**src/hdl/evg_defines.svh**
```systemverilog
`ifndef EVG_DEFINES_SVH
`define EVG_DEFINES_SVH

// K characters on the link
`define EVG_K28_5        8'hBC   // Comma, event byte
`define EVG_K_START      8'h5C   // Segment start
`define EVG_K_STOP       8'h3C   // Segment stop

// Segment buffer and frame
`define EVG_SEG_BYTES    32
`define EVG_SEG_WORDS    8       // 32-bit APB words over the buffer
`define EVG_FRAME_LEN    64      // Link words per frame

// Test source
`define EVG_TP_W         18
`define EVG_PRESC_W      32
`define EVG_FIFO_DEPTH   16

// APB register map
`define EVG_APB_AW       8
`define EVG_REG_CTRL     8'h00
`define EVG_REG_PRESC    8'h04
`define EVG_REG_STATUS   8'h08   // Read only
`define EVG_REG_TP_DATA  8'h0C   // Read only, read pops
`define EVG_REG_SEG_BASE 8'h40   // First of the segment words

`endif

```
**src/hdl/evg_pkg.sv**
```systemverilog
`include "evg_defines.svh"

package evg_pkg;

    localparam int unsigned FIFO_CNT_W = $clog2(`EVG_FIFO_DEPTH + 1);  // Holds 0..depth
    localparam int unsigned SEG_IDX_W  = $clog2(`EVG_SEG_WORDS);

    typedef struct packed {
        logic                   psel;
        logic                   penable;
        logic                   pwrite;
        logic [`EVG_APB_AW-1:0] paddr;
        logic [31:0]            pwdata;
    } evg_apb_req_t;

    typedef struct packed {
        logic [31:0] prdata;
        logic        pready;
        logic        pslverr;
    } evg_apb_rsp_t;

    typedef struct packed {
        logic [15:0] data;   // High byte event, low byte data
        logic [1:0]  is_k;   // Bit 1 flags the event byte
    } evg_link_word_t;

    // Segment word write strobe
    typedef struct packed {
        logic                 en;
        logic [SEG_IDX_W-1:0] idx;
        logic [31:0]          data;
    } evg_seg_wr_t;

    typedef struct packed {
        logic                    enable;
        logic                    clear;    // One-cycle pulse
        logic [`EVG_PRESC_W-1:0] presc;
    } evg_tp_ctrl_t;

    typedef struct packed {
        logic                  empty;
        logic                  full;
        logic [FIFO_CNT_W-1:0] count;
    } evg_tp_stat_t;

endpackage

```
**src/hdl/evg_apb_regs.sv**
```systemverilog
`timescale 1ns/1ps
`include "evg_defines.svh"

module evg_apb_regs
    import evg_pkg::*;
(
    input  logic                 clk,
    input  logic                 rst,
    input  evg_apb_req_t         apb_req_i,
    output evg_apb_rsp_t         apb_rsp_o,
    output logic                 link_en_o,
    output evg_seg_wr_t          seg_wr_o,
    output evg_tp_ctrl_t         tp_ctrl_o,
    output logic                 tp_pop_o,
    input  logic [`EVG_TP_W-1:0] tp_head_i,
    input  evg_tp_stat_t         tp_stat_i
);
    localparam int unsigned SEG_SPAN = `EVG_SEG_WORDS * 4;  // Bytes of SEG window

    logic                    access;
    logic                    wr;
    logic                    rd;
    logic                    hit_ctrl;
    logic                    hit_presc;
    logic                    hit_status;
    logic                    hit_tp;
    logic                    hit_seg;
    logic                    mapped;
    logic                    ro_write;
    logic [`EVG_APB_AW-1:0]  seg_off;
    logic [SEG_IDX_W-1:0]    seg_idx;
    logic                    tp_en;
    logic [`EVG_PRESC_W-1:0] presc;
    logic [31:0]             seg_shadow [`EVG_SEG_WORDS];  // Read-back copy
    logic [31:0]             rdata;

    // Access phase, zero wait
    assign access = apb_req_i.psel && apb_req_i.penable;
    assign wr     = access && apb_req_i.pwrite;
    assign rd     = access && !apb_req_i.pwrite;

    // Address decode
    assign hit_ctrl   = (apb_req_i.paddr == `EVG_REG_CTRL);
    assign hit_presc  = (apb_req_i.paddr == `EVG_REG_PRESC);
    assign hit_status = (apb_req_i.paddr == `EVG_REG_STATUS);
    assign hit_tp     = (apb_req_i.paddr == `EVG_REG_TP_DATA);
    assign seg_off    = apb_req_i.paddr - `EVG_REG_SEG_BASE;
    assign seg_idx    = seg_off[SEG_IDX_W+1:2];
    assign hit_seg    = (apb_req_i.paddr >= `EVG_REG_SEG_BASE)
                     && (seg_off < SEG_SPAN)
                     && (seg_off[1:0] == 2'b00);   // Word aligned only

    assign mapped   = hit_ctrl || hit_presc || hit_status || hit_tp || hit_seg;
    assign ro_write = apb_req_i.pwrite && (hit_status || hit_tp);

    assign apb_rsp_o.pready  = 1'b1;
    assign apb_rsp_o.pslverr = access && (!mapped || ro_write);
    assign apb_rsp_o.prdata  = rdata;

    // Writes land at the edge ending the access phase
    always_ff @(posedge clk)
    begin
        if (rst)
        begin
            link_en_o <= 1'b0;
            tp_en     <= 1'b0;
            presc     <= '0;
            for (int w = 0; w < `EVG_SEG_WORDS; w++)
                seg_shadow[w] <= '0;
        end
        else if (wr)
        begin
            if (hit_ctrl)
            begin
                link_en_o <= apb_req_i.pwdata[0];
                tp_en     <= apb_req_i.pwdata[1];
            end
            if (hit_presc)
                presc <= apb_req_i.pwdata[`EVG_PRESC_W-1:0];
            if (hit_seg)
                seg_shadow[seg_idx] <= apb_req_i.pwdata;
        end
    end

    // Strobes to the frame generator and test source
    assign seg_wr_o.en   = wr && hit_seg;
    assign seg_wr_o.idx  = seg_idx;
    assign seg_wr_o.data = apb_req_i.pwdata;

    assign tp_ctrl_o.enable = tp_en;
    assign tp_ctrl_o.clear  = wr && hit_ctrl && apb_req_i.pwdata[2];  // Pulse, not stored
    assign tp_ctrl_o.presc  = presc;

    assign tp_pop_o = rd && hit_tp && !tp_stat_i.empty;  // Pop at end of read

    // Read mux, valid during the access phase
    always_comb
    begin
        rdata = '0;
        if (rd)
        begin
            if (hit_ctrl)
                rdata[1:0] = {tp_en, link_en_o};   // Clear bit reads 0
            else if (hit_presc)
                rdata[`EVG_PRESC_W-1:0] = presc;
            else if (hit_status)
            begin
                rdata[0]              = tp_stat_i.empty;
                rdata[1]              = tp_stat_i.full;
                rdata[8 +: FIFO_CNT_W] = tp_stat_i.count;
            end
            else if (hit_tp && !tp_stat_i.empty)
            begin
                rdata[31]            = 1'b1;       // Valid
                rdata[`EVG_TP_W-1:0] = tp_head_i;
            end
            else if (hit_seg)
                rdata = seg_shadow[seg_idx];
        end
    end

endmodule

```
**src/hdl/evg_frame_gen.sv**
```systemverilog
`timescale 1ns/1ps
`include "evg_defines.svh"

module evg_frame_gen
    import evg_pkg::*;
(
    input  logic           clk,
    input  logic           rst,
    input  logic           link_en_i,
    input  evg_seg_wr_t    seg_wr_i,
    output evg_link_word_t link_o
);
    localparam int unsigned IDX_W  = $clog2(`EVG_FRAME_LEN);
    localparam int unsigned BYTE_W = $clog2(`EVG_SEG_BYTES);

    logic [31:0]       seg_mem [`EVG_SEG_WORDS];
    logic [IDX_W-1:0]  idx;          // Position in the frame
    logic [BYTE_W-1:0] byte_idx;
    logic [31:0]       seg_word;
    logic [7:0]        ev_byte;
    logic [7:0]        data_byte;
    evg_link_word_t    word_d;       // Word for the current index

    // Segment buffer, only written while the link is down
    always_ff @(posedge clk)
    begin
        if (rst)
        begin
            for (int w = 0; w < `EVG_SEG_WORDS; w++)
                seg_mem[w] <= '0;
        end
        else if (seg_wr_i.en)
            seg_mem[seg_wr_i.idx] <= seg_wr_i.data;
    end

    // Odd word i carries buffer byte i/2
    assign byte_idx = idx[IDX_W-1:1];
    assign seg_word = seg_mem[byte_idx[BYTE_W-1:2]];

    always_comb
    begin
        ev_byte   = (idx[1:0] == 2'b00) ? `EVG_K28_5 : 8'h00;     // Comma every 4th word
        data_byte = idx[0] ? seg_word[8*byte_idx[1:0] +: 8] : 8'h00;  // Lowest lane first
        word_d.data = {ev_byte, data_byte};
        // K flags follow the byte values
        word_d.is_k[1] = (ev_byte == `EVG_K28_5);
        word_d.is_k[0] = (data_byte == `EVG_K_START) || (data_byte == `EVG_K_STOP);
    end

    // Sequencer, link_o trails its index by one cycle
    always_ff @(posedge clk)
    begin
        if (rst || !link_en_i)
        begin
            idx    <= '0;          // Restart at the comma
            link_o <= '0;          // Idle link
        end
        else
        begin
            link_o <= word_d;
            if (idx == IDX_W'(`EVG_FRAME_LEN - 1))
                idx <= '0;         // Frame wrap
            else
                idx <= idx + 1'b1;
        end
    end

endmodule

```
**src/hdl/evg_sync_fifo.sv**
```systemverilog
`timescale 1ns/1ps
`include "evg_defines.svh"

module evg_sync_fifo
    import evg_pkg::*;
(
    input  logic                 clk,
    input  logic                 rst,
    input  logic                 clear_i,
    input  logic                 push_i,
    input  logic [`EVG_TP_W-1:0] push_data_i,
    input  logic                 pop_i,
    output logic [`EVG_TP_W-1:0] head_o,
    output evg_tp_stat_t         stat_o
);
    localparam int unsigned PTR_W = $clog2(`EVG_FIFO_DEPTH);

    logic [`EVG_TP_W-1:0]  mem [`EVG_FIFO_DEPTH];
    logic [PTR_W-1:0]      wr_ptr;
    logic [PTR_W-1:0]      rd_ptr;
    logic [FIFO_CNT_W-1:0] count;
    logic                  do_push;
    logic                  do_pop;

    assign do_push = push_i && !stat_o.full;   // Push on full is dropped
    assign do_pop  = pop_i && !stat_o.empty;

    assign stat_o.empty = (count == '0);
    assign stat_o.full  = (count == FIFO_CNT_W'(`EVG_FIFO_DEPTH));
    assign stat_o.count = count;
    assign head_o       = mem[rd_ptr];         // Show-ahead head

    // Storage
    always_ff @(posedge clk)
    begin
        if (do_push)
            mem[wr_ptr] <= push_data_i;
    end

    always_ff @(posedge clk)
    begin
        if (rst || clear_i)
        begin
            wr_ptr <= '0;
            rd_ptr <= '0;
            count  <= '0;
        end
        else
        begin
            if (do_push)
                wr_ptr <= (wr_ptr == PTR_W'(`EVG_FIFO_DEPTH - 1)) ? '0 : wr_ptr + 1'b1;
            if (do_pop)
                rd_ptr <= (rd_ptr == PTR_W'(`EVG_FIFO_DEPTH - 1)) ? '0 : rd_ptr + 1'b1;
            case ({do_push, do_pop})
                2'b10:   count <= count + 1'b1;
                2'b01:   count <= count - 1'b1;
                default: count <= count;       // Both or neither
            endcase
        end
    end

endmodule

```
**src/hdl/evg_test_pattern.sv**
```systemverilog
`timescale 1ns/1ps
`include "evg_defines.svh"

module evg_test_pattern
    import evg_pkg::*;
(
    input  logic                 clk,
    input  logic                 rst,
    input  evg_tp_ctrl_t         ctrl_i,
    input  logic                 pop_i,
    output logic [`EVG_TP_W-1:0] head_o,
    output evg_tp_stat_t         stat_o
);
    logic [`EVG_PRESC_W-1:0] cnt;     // Prescaler counter
    logic [`EVG_TP_W-1:0]    value;   // Next value to push
    logic                    run;
    logic                    push;

    // Counting stalls while the FIFO is full, so nothing is lost
    assign run  = ctrl_i.enable && !ctrl_i.clear && !stat_o.full;
    assign push = run && (cnt >= ctrl_i.presc);  // Also catches presc lowered mid-count

    always_ff @(posedge clk)
    begin
        if (rst || ctrl_i.clear)
        begin
            cnt   <= '0;
            value <= '0;
        end
        else if (run)
        begin
            if (push)
            begin
                cnt   <= '0;
                value <= value + 1'b1;
            end
            else
                cnt <= cnt + 1'b1;
        end
    end

    // Clear also empties the FIFO
    evg_sync_fifo u_fifo (
        .clk         (clk),
        .rst         (rst),
        .clear_i     (ctrl_i.clear),
        .push_i      (push),
        .push_data_i (value),
        .pop_i       (pop_i),
        .head_o      (head_o),
        .stat_o      (stat_o)
    );

endmodule

```
**src/hdl/evg_top.sv**
```systemverilog
`timescale 1ns/1ps
`include "evg_defines.svh"

module evg_top
    import evg_pkg::*;
(
    input  logic           clk,
    input  logic           rst,
    input  evg_apb_req_t   apb_req_i,
    output evg_apb_rsp_t   apb_rsp_o,
    output evg_link_word_t link_o
);
    logic                 link_en;
    evg_seg_wr_t          seg_wr;
    evg_tp_ctrl_t         tp_ctrl;
    logic                 tp_pop;
    logic [`EVG_TP_W-1:0] tp_head;   // FIFO head word
    evg_tp_stat_t         tp_stat;

    // Register block
    evg_apb_regs u_regs (
        .clk       (clk),
        .rst       (rst),
        .apb_req_i (apb_req_i),
        .apb_rsp_o (apb_rsp_o),
        .link_en_o (link_en),
        .seg_wr_o  (seg_wr),
        .tp_ctrl_o (tp_ctrl),
        .tp_pop_o  (tp_pop),
        .tp_head_i (tp_head),
        .tp_stat_i (tp_stat)
    );

    evg_frame_gen u_frame (
        .clk       (clk),
        .rst       (rst),
        .link_en_i (link_en),
        .seg_wr_i  (seg_wr),
        .link_o    (link_o)
    );

    // Test pattern into FIFO
    evg_test_pattern u_tp (
        .clk    (clk),
        .rst    (rst),
        .ctrl_i (tp_ctrl),
        .pop_i  (tp_pop),
        .head_o (tp_head),
        .stat_o (tp_stat)
    );

endmodule

```
**config.mk**
```make
export PLATFORM = sky130hd
export DESIGN_NAME = evg_top
export DESIGN_NICKNAME = d
export VERILOG_FILES = /design/src/hdl/evg_pkg.sv /design/src/hdl/evg_apb_regs.sv /design/src/hdl/evg_frame_gen.sv /design/src/hdl/evg_sync_fifo.sv /design/src/hdl/evg_test_pattern.sv /design/src/hdl/evg_top.sv
export VERILOG_INCLUDE_DIRS = /design/src /design/src/hdl
export SDC_FILE = /design/constraint.sdc
export NUM_CORES = 1
export LEC_CHECK = 0
export ABC_AREA = 1
export BUFFER_PORTS_ARGS = -buffer_cell sky130_fd_sc_hd__buf_2
export CORE_ASPECT_RATIO = 0.5
export CORE_MARGIN = 8
export CORE_UTILIZATION = 40
export CTS_BUF_LIST = sky130_fd_sc_hd__clkbuf_4 sky130_fd_sc_hd__clkbuf_8
export DETAILED_ROUTE_END_ITERATION = 8
export HOLD_SLACK_MARGIN = 0.06
export PLACE_DENSITY = 0.53
export SLEW_MARGIN = 20
export SYNTH_ARGS = -nofsm -noshare
export SYNTH_HDL_FRONTEND = slang
export SYNTH_SLANG_ARGS = --single-unit
```
**constraint.sdc**
```tcl
create_clock -name clk -period 3.93 [get_ports clk]
set_input_delay 0 -clock clk [delete_from_list [all_inputs] [get_ports clk]]
set_output_delay 0 -clock clk [all_outputs]
set_load 0.03 [all_outputs]
```
Word level (Yosys, flattened, before mapping)

Memory sizes are Yosys's and may differ from the RTL's. A register that Yosys moved wholly into a read port is not among the register bits.
Index checks and enable logic that the tools add are counted.
Widths: inputs -> output; s select.

Add/sub/neg operators: 8
Multiply operators: 0
Div/mod/pow operators: 0
$lt $le $gt $ge: 3
Equality and inequality tests: 12
Shifts and indexed selects: 1
Muxes and demuxes: 38
Bitwise logic cells: 0
Reductions and logical operators: 44

Operators with widths:

| kind                  | count |
|---|---|
| $mux 32               | 6 |
| $reduce_or 32->1      | 2 |
| $add 32x1->32 const B | 1 |
| $ge 32x32->1          | 1 |
| $shiftx 32x6->8       | 1 |
| $mux 30               | 1 |
| $mux 19               | 1 |
| $add 18x1->18 const B | 1 |
| $logic_and 1x1->1     | 18 |
| $mux 18               | 1 |
| $eq 8x4->1 const B    | 2 |
| $mux 4                | 4 |
| $mux 8                | 2 |
| $mux 1                | 14 |
| $mux 13               | 1 |
| $pmux 5 s2            | 1 |
| $logic_or 1x1->1      | 9 |
| $mux 3                | 3 |
| $add 4x1->4 const B   | 2 |
| $eq 4x4->1 const B    | 2 |
| $eq 8x3->1 const B    | 1 |
| $eq 8x6->1 const B    | 1 |
| $eq 8x7->1 const B    | 1 |
| $eq 8x8->1 const B    | 1 |
| 20 further kinds      | 29 |

Bits in registers: 121
Latch bits: 0
Bits in writable memories: 800
ROM bits: 0
Output and inout port bits: 52
Memories kept: 3

Memory list:

| memory            | depth | bits a word | rd ports | clocked after memory_dff | write ports | RTL line            | text |
|---|---|---|---|---|---|---|---|
| u_tp.u_fifo.mem   | 16    | 18          | 1        | 1                        | 1           | evg_sync_fifo.sv:18 | `` logic [`EVG_TP_W-1:0] mem [`EVG_FIFO_DEPTH]; `` |
| u_frame.seg_mem   | 8     | 32          | 1        | 1                        | 8           | evg_frame_gen.sv:16 | `` logic [31:0] seg_mem [`EVG_SEG_WORDS]; `` |
| u_regs.seg_shadow | 8     | 32          | 1        | 0                        | 8           | evg_apb_regs.sv:34  | `` logic [31:0] seg_shadow [`EVG_SEG_WORDS]; `` |

Longest topological paths before layout

Gate-level depths: netlist of the first run.

Depth after elaboration: 11
Depth in mapped cells: 25
Gate-level depth less buffers: 23

Cells and area by module

A second synthesis of the first run with hierarchy kept.

Cells, all modules: 4453
Area total of the unflattened synthesis: 42753.5 µm²

Modules (own cells, without submodules):

| module           | times used | cells each | area an instance (µm²) |
|---|---|---|---|
| evg_apb_regs     | 1          | 1543       | 13769.5 |
| evg_sync_fifo    | 1          | 1053       | 12990.0 |
| evg_frame_gen    | 1          | 1310       | 12416.9 |
| evg_test_pattern | 1          | 547        | 3577.2 |

Least setup slack after synthesis of the first run

Ideal clock, no wire load.

Path type: register -> register
From: register u_regs.presc[21]
To: register u_tp.u_fifo.count[4]
Library setup time: 0.070 ns
Arrival time: 3.055 ns
Data required time: 3.860 ns
Slack: 0.805 ns
Stages on the path, launching flop included: 23
Buffers on the path: 2
Clock period less this slack: 3.125 ns
Path through: dfxtp_1 inv_1 ha_1 a21oi_1 nor2_1 nor2_1 nand3_1 a21oi_1 nand2_1 nand2_2 buf_6 buf_6 ha_1 xor2_1 ha_1 inv_1 nand2_1 nand2_1 o21ai_0 a21oi_1 o21ai_0 o21ai_0 a21oi_1

Word-level cells in the longest chain between the ends: 5
Elaborated cells on any way between the ends: 7
Those cells by class: order compare: 1; eq/ne: 2; mux: 1; reduce/logical: 3

RTL lines:

| element                                                | RTL line               | text |
|---|---|---|
| start: declaration                                     | evg_apb_regs.sv:33     | `` logic [`EVG_PRESC_W-1:0] presc; `` |
| start signal: assignment                               | evg_apb_regs.sv:79     | `` presc <= apb_req_i.pwdata[`EVG_PRESC_W-1:0]; `` |
| $ge 32x32->1 (*)                                       | evg_test_pattern.sv:21 | `assign push = run && (cnt >= ctrl_i.presc);` |
| $logic_and 1x1->1 (*)                                  | evg_test_pattern.sv:21 |  |
| $logic_and 1x1->1 (*)                                  | evg_sync_fifo.sv:25    | `assign do_push = push_i && !stat_o.full;` |
| $eq 2x1->1 / $eq 2x2->1 (equally long branches)        | evg_sync_fifo.sv:54    | `case ({do_push, do_pop})` |
| $pmux 5 s2 / $reduce_bool 2->1 (equally long branches) | n/a                    |  |
| end signal: assignment                                 | evg_sync_fifo.sv:55    | `2'b10: count <= count + 1'b1;` |
| end signal: assignment                                 | evg_sync_fifo.sv:56    | `2'b01: count <= count - 1'b1;` |
| end signal: assignment                                 | evg_sync_fifo.sv:57    | `default: count <= count;` |
| end: declaration                                       | evg_sync_fifo.sv:21    | `logic [FIFO_CNT_W-1:0] count;` |

Mark *: on every way between the ends. The rest lies on a longest branch, timed or not.
A chain may end at the register's enable or synchronous reset.

Worst setup path after layout of the first run

From: input apb_req_i[38] (netlist bit)
To: register u_tp.u_fifo.count[4]

Word-level cells in the longest chain between the ends: 10
Elaborated cells on any way between the ends: 17
Those cells by class: eq/ne: 3; mux: 1; reduce/logical: 13

RTL lines:

| element                                                | RTL line               | text |
|---|---|---|
| start: declaration                                     | evg_top.sv:9           | `input evg_apb_req_t apb_req_i,` |
| $logic_not 8->1 (no source line)                       | n/a                    |  |
| $logic_and 1x1->1 (2 in a row)                         | evg_apb_regs.sv:91     | `assign tp_ctrl_o.clear = wr && hit_ctrl && apb_req_i.pwdata[2];` |
| $logic_not 1->1                                        | evg_test_pattern.sv:20 | `assign run = ctrl_i.enable && !ctrl_i.clear && !stat_o.full;` |
| $logic_and 1x1->1 (2 in a row)                         | evg_test_pattern.sv:20 |  |
| $logic_and 1x1->1                                      | evg_test_pattern.sv:21 |  |
| $logic_and 1x1->1                                      | evg_sync_fifo.sv:25    |  |
| $eq 2x1->1 / $eq 2x2->1 (equally long branches)        | evg_sync_fifo.sv:54    |  |
| $pmux 5 s2 / $reduce_bool 2->1 (equally long branches) | n/a                    |  |

Several ways; a longest one is shown, not always the timed one.

==> impl_metrics.ini, run 1 <==
[global_route]
use_met1 = 0.316
top_usage_layer = met2
grtUsageTotal = 0.230
antenna_found_initial = 3
grt_pass1_wl_um = 158000
grt-ovfl-total = 0
grt_pass1_vias = 25500
grt_util_met3 = 0.0524
met2_usage = 0.360
grt_max_degree = 145

[critical_path]
rr_worst_depth = 20
worstSetupPathType = input pin to flop
cp_max_fo = 8
r2r_slack_ns = 0.46
r2r_start = u_regs.presc[25]$_SDFFE_PP0P_
cp.arrival_ns = 4.40
worst_setup_path_end_kind = flop
startpoint_type = input pin
reg2reg_to = u_tp.u_fifo.count[4]$_SDFFE_PP0P_
worstPathRequired_ns = 4.63

[floorplan]
die_x_um = 414
dieArea_um2 = 89100
initial_core_util = 0.401
placementRows = 73
die_h_um = 215
coreArea_um2 = 79000
pin_count = 97

[yosys]
synth_edf_count = 544
ys_seq_area_frac = 0.589
ys_ff_latch = 661
ys.flop_type = edfxtp_1
async_reset_ff_frac = 0
syn_area_um2 = 31700
ys_warn_count = 0
avgSynthCellArea_um2 = 9.09
syn_inst = 3489
synth_cell_types = 45

[timing]
rsz0062_at_grt = false
maxSlewViolCount = 0
hold_viol_final = 0
relSlewSlack = 0.308
fin_worst_skew_ns = 0.0245
worst_pin_slew_ns = 1.04
setup-violations-final = 0
post-route-min-period_ns = 3.69
fin_setup_tns_ns = 0
fin_crit_sh = 0.940
clock.fmax_mhz = 271

[outcome]
status = finished clean

[clock_tree]
cts_root_buf = clkbuf_8
clkLatencyLatePin_ns = 0.78
cts_made_buffers = 99
cts_setup_buffers = 0
cts_max_level = 3
cts_tree = done
cts_buffer_depth = 3
clk_pin_slew_ns = 0.07
cts.sink_count = 661

[pwr]
irDropWorstVdd_uv = 203
netSwitchingFraction = 0.238
internal_power_w = 0.0109
seqPwrFrac = 0.541
cellPowerDensity_nw_per_um2 = 396
p_leak_nw = 14.0
clkPwrFrac = 0.416
p_comb_frac = 0.043
switching_power_w = 0.00340

[final_layout]
area.growth.synth_to_final_pct = 13.6
drive_gt1_frac = 0.109
num-nets-final = 3702
fin_area_um2 = 36000
fill_cells = 7551

[route]
drt_iter0_markers = 2537
routedWlPerCell_um = 22.3
drc = 0
num_vias = 26200
routed_wirelength_um = 106000
viasPerCell = 5.53
first_pass_iters = 5
final_antenna_net_count = 0

[hold_path]
hp-class = input pin to flop
whs_endpoint = u_regs.presc[2]$_SDFFE_PP0P_
hold_path_depth = 5
hold_path.startpoint = rst

[placed_design]
dp_hpwl_um = 63400
port_buffers = 92
place_congestion = 0.884
dpl_cell_area_um2 = 33400

[job]
drv_cap = 0
## metrics by stage
stage	utilization	total power [W]	cells	setup slack, ns	hold slack, ns
after global placement	0.423	0.00842	4502	0.587	0.393
final	0.456	0.0143	4743	0.237	0.134
after floorplan	-	0.00817	3491	0.805	0.193
after global routing	0.456	0.0147	4743	0.0288	0.0761
after CTS	0.456	0.0143	4742	0.272	0.0662
after detailed placement	0.423	0.00843	4502	0.458	0.399
## power by group through the flow
| stage | Combinational [W] | Clock, W | Sequential [W] |
|---|---|---|---|
| final | 0.000615 | 0.00594 | 0.00771 |
| after global routing | 0.000656 | 0.00633 | 0.00772 |
| after CTS | 0.000605 | 0.00603 | 0.00771 |
| after detailed placement | 0.000574 | 0 | 0.00786 |
| after global placement | 0.000570 | 0 | 0.00785 |
| after floorplan | 0.000324 | 0 | 0.00784 |
## layout make-up
| cell class | instances | area [um2] | share of cell area |
|---|---|---|---|
| flip-flops and latches | 661 | 18700 | 0.519 |
| multi-input cells | 2333 | 11100 | 0.309 |
| repair buffers | 234 | 1800 | 0.0500 |
| clock buffers | 147 | 1780 | 0.0494 |
| well taps | 1050 | 1310 | 0.0365 |
| inverters | 284 | 1070 | 0.0297 |
| clock inverters | 33 | 251 | 0.00698 |
| diodes | 1 | 2.50 | 0.0000695 |
## logic make-up after synthesis
family / Yosys count / share of synthesized area
AND/OR/NAND/NOR: 1701 / 0.224
flip-flops: 661 / 0.589
AO/OA/AOI/OAI: 561 / 0.100
buffers and inverters: 497 / 0.0628
adder cells (fa/ha/maj): 44 / 0.0174
XOR/XNOR: 23 / 0.00635
other: 2 / 0.000237
## per-layer routing
layer  up-vias  routed length [um]
met5         -                  11
met4         2                2800
met3       206                9080
met2      1089               47600
met1     12800               46400
li1      12200                   -
## cells in the final DEF, fill, tap and decap left out, types with 60 or more instances in the layout
cell type / instances
nand2_1: 734
edfxtp_1: 544
nor2_1: 455
nand3_1: 398
inv_1: 236
o21ai_0: 198
a21oi_1: 174
dfxtp_1: 113
clkbuf_8: 108
o22ai_1: 93
buf_2: 92
buf_4: 72
dlygate4sd3_1: 60
## how the worst max path moves through the flow
stage                                              from                                 to  slack, ns  depth (start not counted)
after floorplan           u_regs.presc[21]$_SDFFE_PP0P_  u_tp.u_fifo.count[4]$_SDFFE_PP0P_       0.81                         22
after global placement    u_regs.presc[27]$_SDFFE_PP0P_  u_tp.u_fifo.count[4]$_SDFFE_PP0P_       0.59                         20
after detailed placement  u_regs.presc[21]$_SDFFE_PP0P_  u_tp.u_fifo.count[4]$_SDFFE_PP0P_       0.46                         20
after CTS                                 apb_req_i[38]  u_tp.u_fifo.count[4]$_SDFFE_PP0P_       0.27                         22
after global routing                      apb_req_i[38]  u_tp.u_fifo.count[4]$_SDFFE_PP0P_       0.03                         22
final                                     apb_req_i[38]  u_tp.u_fifo.count[4]$_SDFFE_PP0P_       0.24                         22
## cell usage after synthesis, drive strengths merged (2+ instances only)
library cell  instances  area [um2]
a21o                 11        82.6
a21oi               174         871
a22oi                15         113
buf                  90         462
clkbuf              123         464
clkinv               36         135
conb                  2        7.51
dfxtp               117        2340
edfxtp              544       16300
ha                   44         551
inv                 248         931
nand2               748        2820
nand3               400        2010
nand3b                4        30.0
nand4                22         138
nor2                474        1800
nor3                 34         181
nor4                  5        46.3
o2111ai              10        87.6
o211ai               47         353
o21a                  2        15.0
o21ai               200        1000
o21bai                6        45.0
o22ai                93         582
or2                  12        75.1
xnor2                 4        35.0
xor2                 19         166
## sequential cells by signal (all words and copies together), names as in the netlist, named ones only
signal              count
u_regs.presc           32
u_frame.seg_mem       248
u_regs.seg_shadow       8
u_tp.cnt               32
u_frame.idx             6
u_regs.tp_en            1
u_tp.u_fifo.mem       288
u_regs.link_en_o        1
u_tp.u_fifo.count       5
u_tp.u_fifo.wr_ptr      4
u_tp.value             18
u_frame.link_o         10
u_tp.u_fifo.rd_ptr      4
## worst max-delay path, cell delays in order
cell and delay [ns]:
dlygate4sd3_1 0.53, buf_2 0.12, inv_1 0.12, nand3_2 0.12, dlygate4sd3_1 0.61, nor3_4 0.22
dlygate4sd3_1 0.65, nand3_2 0.14, nand2_2 0.11, inv_2 0.04, nand2_2 0.21, ha_2 0.30
xor2_1 0.21, ha_1 0.18, inv_1 0.05, nand2_1 0.06, nand2_1 0.07, o21ai_0 0.22
a21oi_1 0.09, o21ai_0 0.11, o21ai_0 0.11, a21oi_1 0.12
## timing repair
| action | in CTS | in global routing |
|---|---|---|
| endpoints found under the hold margin | 338 | 0 |
| resized for setup | 0 | 1 |
| hold buffers | 60 | 0 |
| setup endpoints to repair | 0 | 1 |
No activity file was read; power rests on OpenSTA's default activity.
==> run 2, diff against run 1 <==
Settings changed: BUFFER_PORTS_ARGS -buffer_cell sky130_fd_sc_hd__buf_2 to -buffer_cell sky130_fd_sc_hd__buf_4, REMOVE_ABC_BUFFERS set to 1.
==> impl_metrics.ini, run 2 (synthesis gave the netlist of run 1 again) <==
[floorplan]
die_x_um = 414
placementRows = 73
initial_core_util = 0.401
die_h_um = 215
dieArea_um2 = 89100
pin_count = 97
coreArea_um2 = 79000

[timing]
clock.fmax_mhz = 277
maxSlewViolCount = 0
post-route-min-period_ns = 3.61
worst_pin_slew_ns = 1.07
relSlewSlack = 0.285
hold_viol_final = 0
setup-violations-final = 0
fin_crit_sh = 0.919
fin_worst_skew_ns = 0.0231
rsz0062_at_grt = false

[clock_tree]
cts_setup_buffers = 0
cts_max_level = 3
cts-hold-fix-buffers = 58
clk_pin_slew_ns = 0.06
cts_tree = done
cts_made_buffers = 101
cts_buffer_depth = 3
cts.repair.resized = 0
clkLatencyLatePin_ns = 0.80
cts_root_buf = clkbuf_8
cts.sink_count = 661

[global_route]
grtUsageTotal = 0.240
antenna_found_initial = 2
grt_pass1_vias = 25500
grt_max_degree = 130
grt-ovfl-total = 0
grt_pass1_wl_um = 164000

[final_layout]
final_util = 0.460
largest_reg_flops = 288
area.growth.synth_to_final_pct = 14.7
regMostFlops = u_tp.u_fifo.mem
mostFrequentLayoutCells = nand2_1 (732), edfxtp_1 (544), nor2_1 (455)
fin_area_um2 = 36400
multiInputGateArea_um2 = 11100
num-nets-final = 3724
regArea_um2 = 18700
top_regs = u_tp.u_fifo.mem (288), u_frame.seg_mem (248)
layout_commonest_cell = nand2_1
fill_cells = 7584
drive_gt1_frac = 0.115

[critical_path]
crit_buf_inv = 7
worstPathRequired_ns = 4.65
slowest_delay_ns = 0.64
rr_worst_depth = 20
worstSetupPathType = input pin to flop
reg2reg_to = u_tp.u_fifo.count[4]$_SDFFE_PP0P_
cp.arrival_ns = 4.33
startpoint_type = input pin
critPathTopFamily = buffers and inverters
worst_setup_path_end_kind = flop
r2r_slack_ns = 0.48
cp_max_fo = 8
r2r_start = u_regs.presc[21]$_SDFFE_PP0P_
worstPathCellList = dlygate4sd3_1 > buf_4 > nor2_4 > dlygate4sd3_1 > inv_2 > nor3_4 > dlygate4sd3_1 > nand3_2 > nand2_2 > inv_2 > nand2_2 > ha_1 > xor2_1 > ha_1 > inv_1 > nand2_1 > nand2_1 > o21ai_0 > a21oi_1 > o21ai_0 > o21ai_0 > a21oi_1
startpoint = apb_req_i[35]
worst_path_max_delay_cell = dlygate4sd3_1

[placed_design]
port_buffers = 92
place_congestion = 0.879
dpl_cell_area_um2 = 33800
dp_hpwl_um = 68000

[outcome]
status = finished clean

[hold_path]
hold_path_depth = 6
hold_path.startpoint = apb_req_i[37]
whs_endpoint = u_frame.seg_mem[1][10]$_SDFFCE_PN0P_
hp-class = input pin to flop

[route]
drt_iter0_markers = 3073
routed_wirelength_um = 110000
routedWlPerCell_um = 23.1
final_antenna_net_count = 0
first_pass_iters = 6
num_vias = 26500
viasPerCell = 5.56
drc = 0

[pwr]
switching_power_w = 0.00342
seqPwrFrac = 0.542
irDropWorstVdd_uv = 233
p_comb_frac = 0.044
clkPwrFrac = 0.414
cellPowerDensity_nw_per_um2 = 391
netSwitchingFraction = 0.241
internal_power_w = 0.0108
p_leak_nw = 14.1

[job]
drv_cap = 0
[run 2: area by class of cell]
type | instances | share of cell area
timing repair buffer | 254 | 0.0595
inverter | 284 | 0.0294
clock inverter | 37 | 0.00567
sequential | 661 | 0.514
antenna | 1 | 0.0000688
clock buffer | 152 | 0.0498
multi-input combinational | 2333 | 0.306
tap | 1050 | 0.0361
[run 2: worst max path at each step]
stage / depth (start not counted) / to
CTS: 11 / apb_rsp_o[2]
global placement: 20 / u_tp.u_fifo.count[4]$_SDFFE_PP0P_
finish: 22 / u_tp.u_fifo.count[4]$_SDFFE_PP0P_
global route: 20 / u_tp.u_fifo.count[4]$_SDFFE_PP0P_
detailed placement: 20 / u_tp.u_fifo.count[4]$_SDFFE_PP0P_
floorplan: 9 / u_frame.link_o[0]$_SDFF_PP0_
[run 2: layer usage]
| layer | global-route usage | routed length [um] | vias up |
|---|---|---|---|
| met5 | 0 | 18 | - |
| met4 | 0.0984 | 4620 | 2 |
| met3 | 0.0458 | 9230 | 271 |
| met2 | 0.375 | 48900 | 1250 |
| met1 | 0.328 | 47500 | 12800 |
| li1 | - | - | 12200 |
[run 2: through the flow]
step           worst slack, ns  hold slack, ns  setup TNS [ns]  cells  power, W
2_1_floorplan            -1.67           0.193          -39.23   3278   0.00815
3_3_place_gp             0.626           0.399               0   4524   0.00843
3_5_place_dp             0.568           0.412               0   4524   0.00844
4_1_cts                  0.322          0.0896               0   4771    0.0143
5_1_grt                  0.144           0.146               0   4772    0.0147
6_report                 0.318           0.176               0   4772    0.0142
[run 2: worst min-delay path, stage by stage]
cell and delay [ns]:
buf_4 0.10, nor4_4 0.05, nand3_1 0.08, nor2_1 0.08
nand2_1 0.10, nand2_2 0.27
[run 2: power groups by stage]
stage	clock network [W]	registers [W]	logic, W
after floorplan	0	0.00784	0.000303
after global placement	0	0.00785	0.000578
after detailed placement	0	0.00786	0.000582
after CTS	0.00597	0.00771	0.000614
after global routing	0.00629	0.00772	0.000665
final	0.00588	0.00771	0.000625
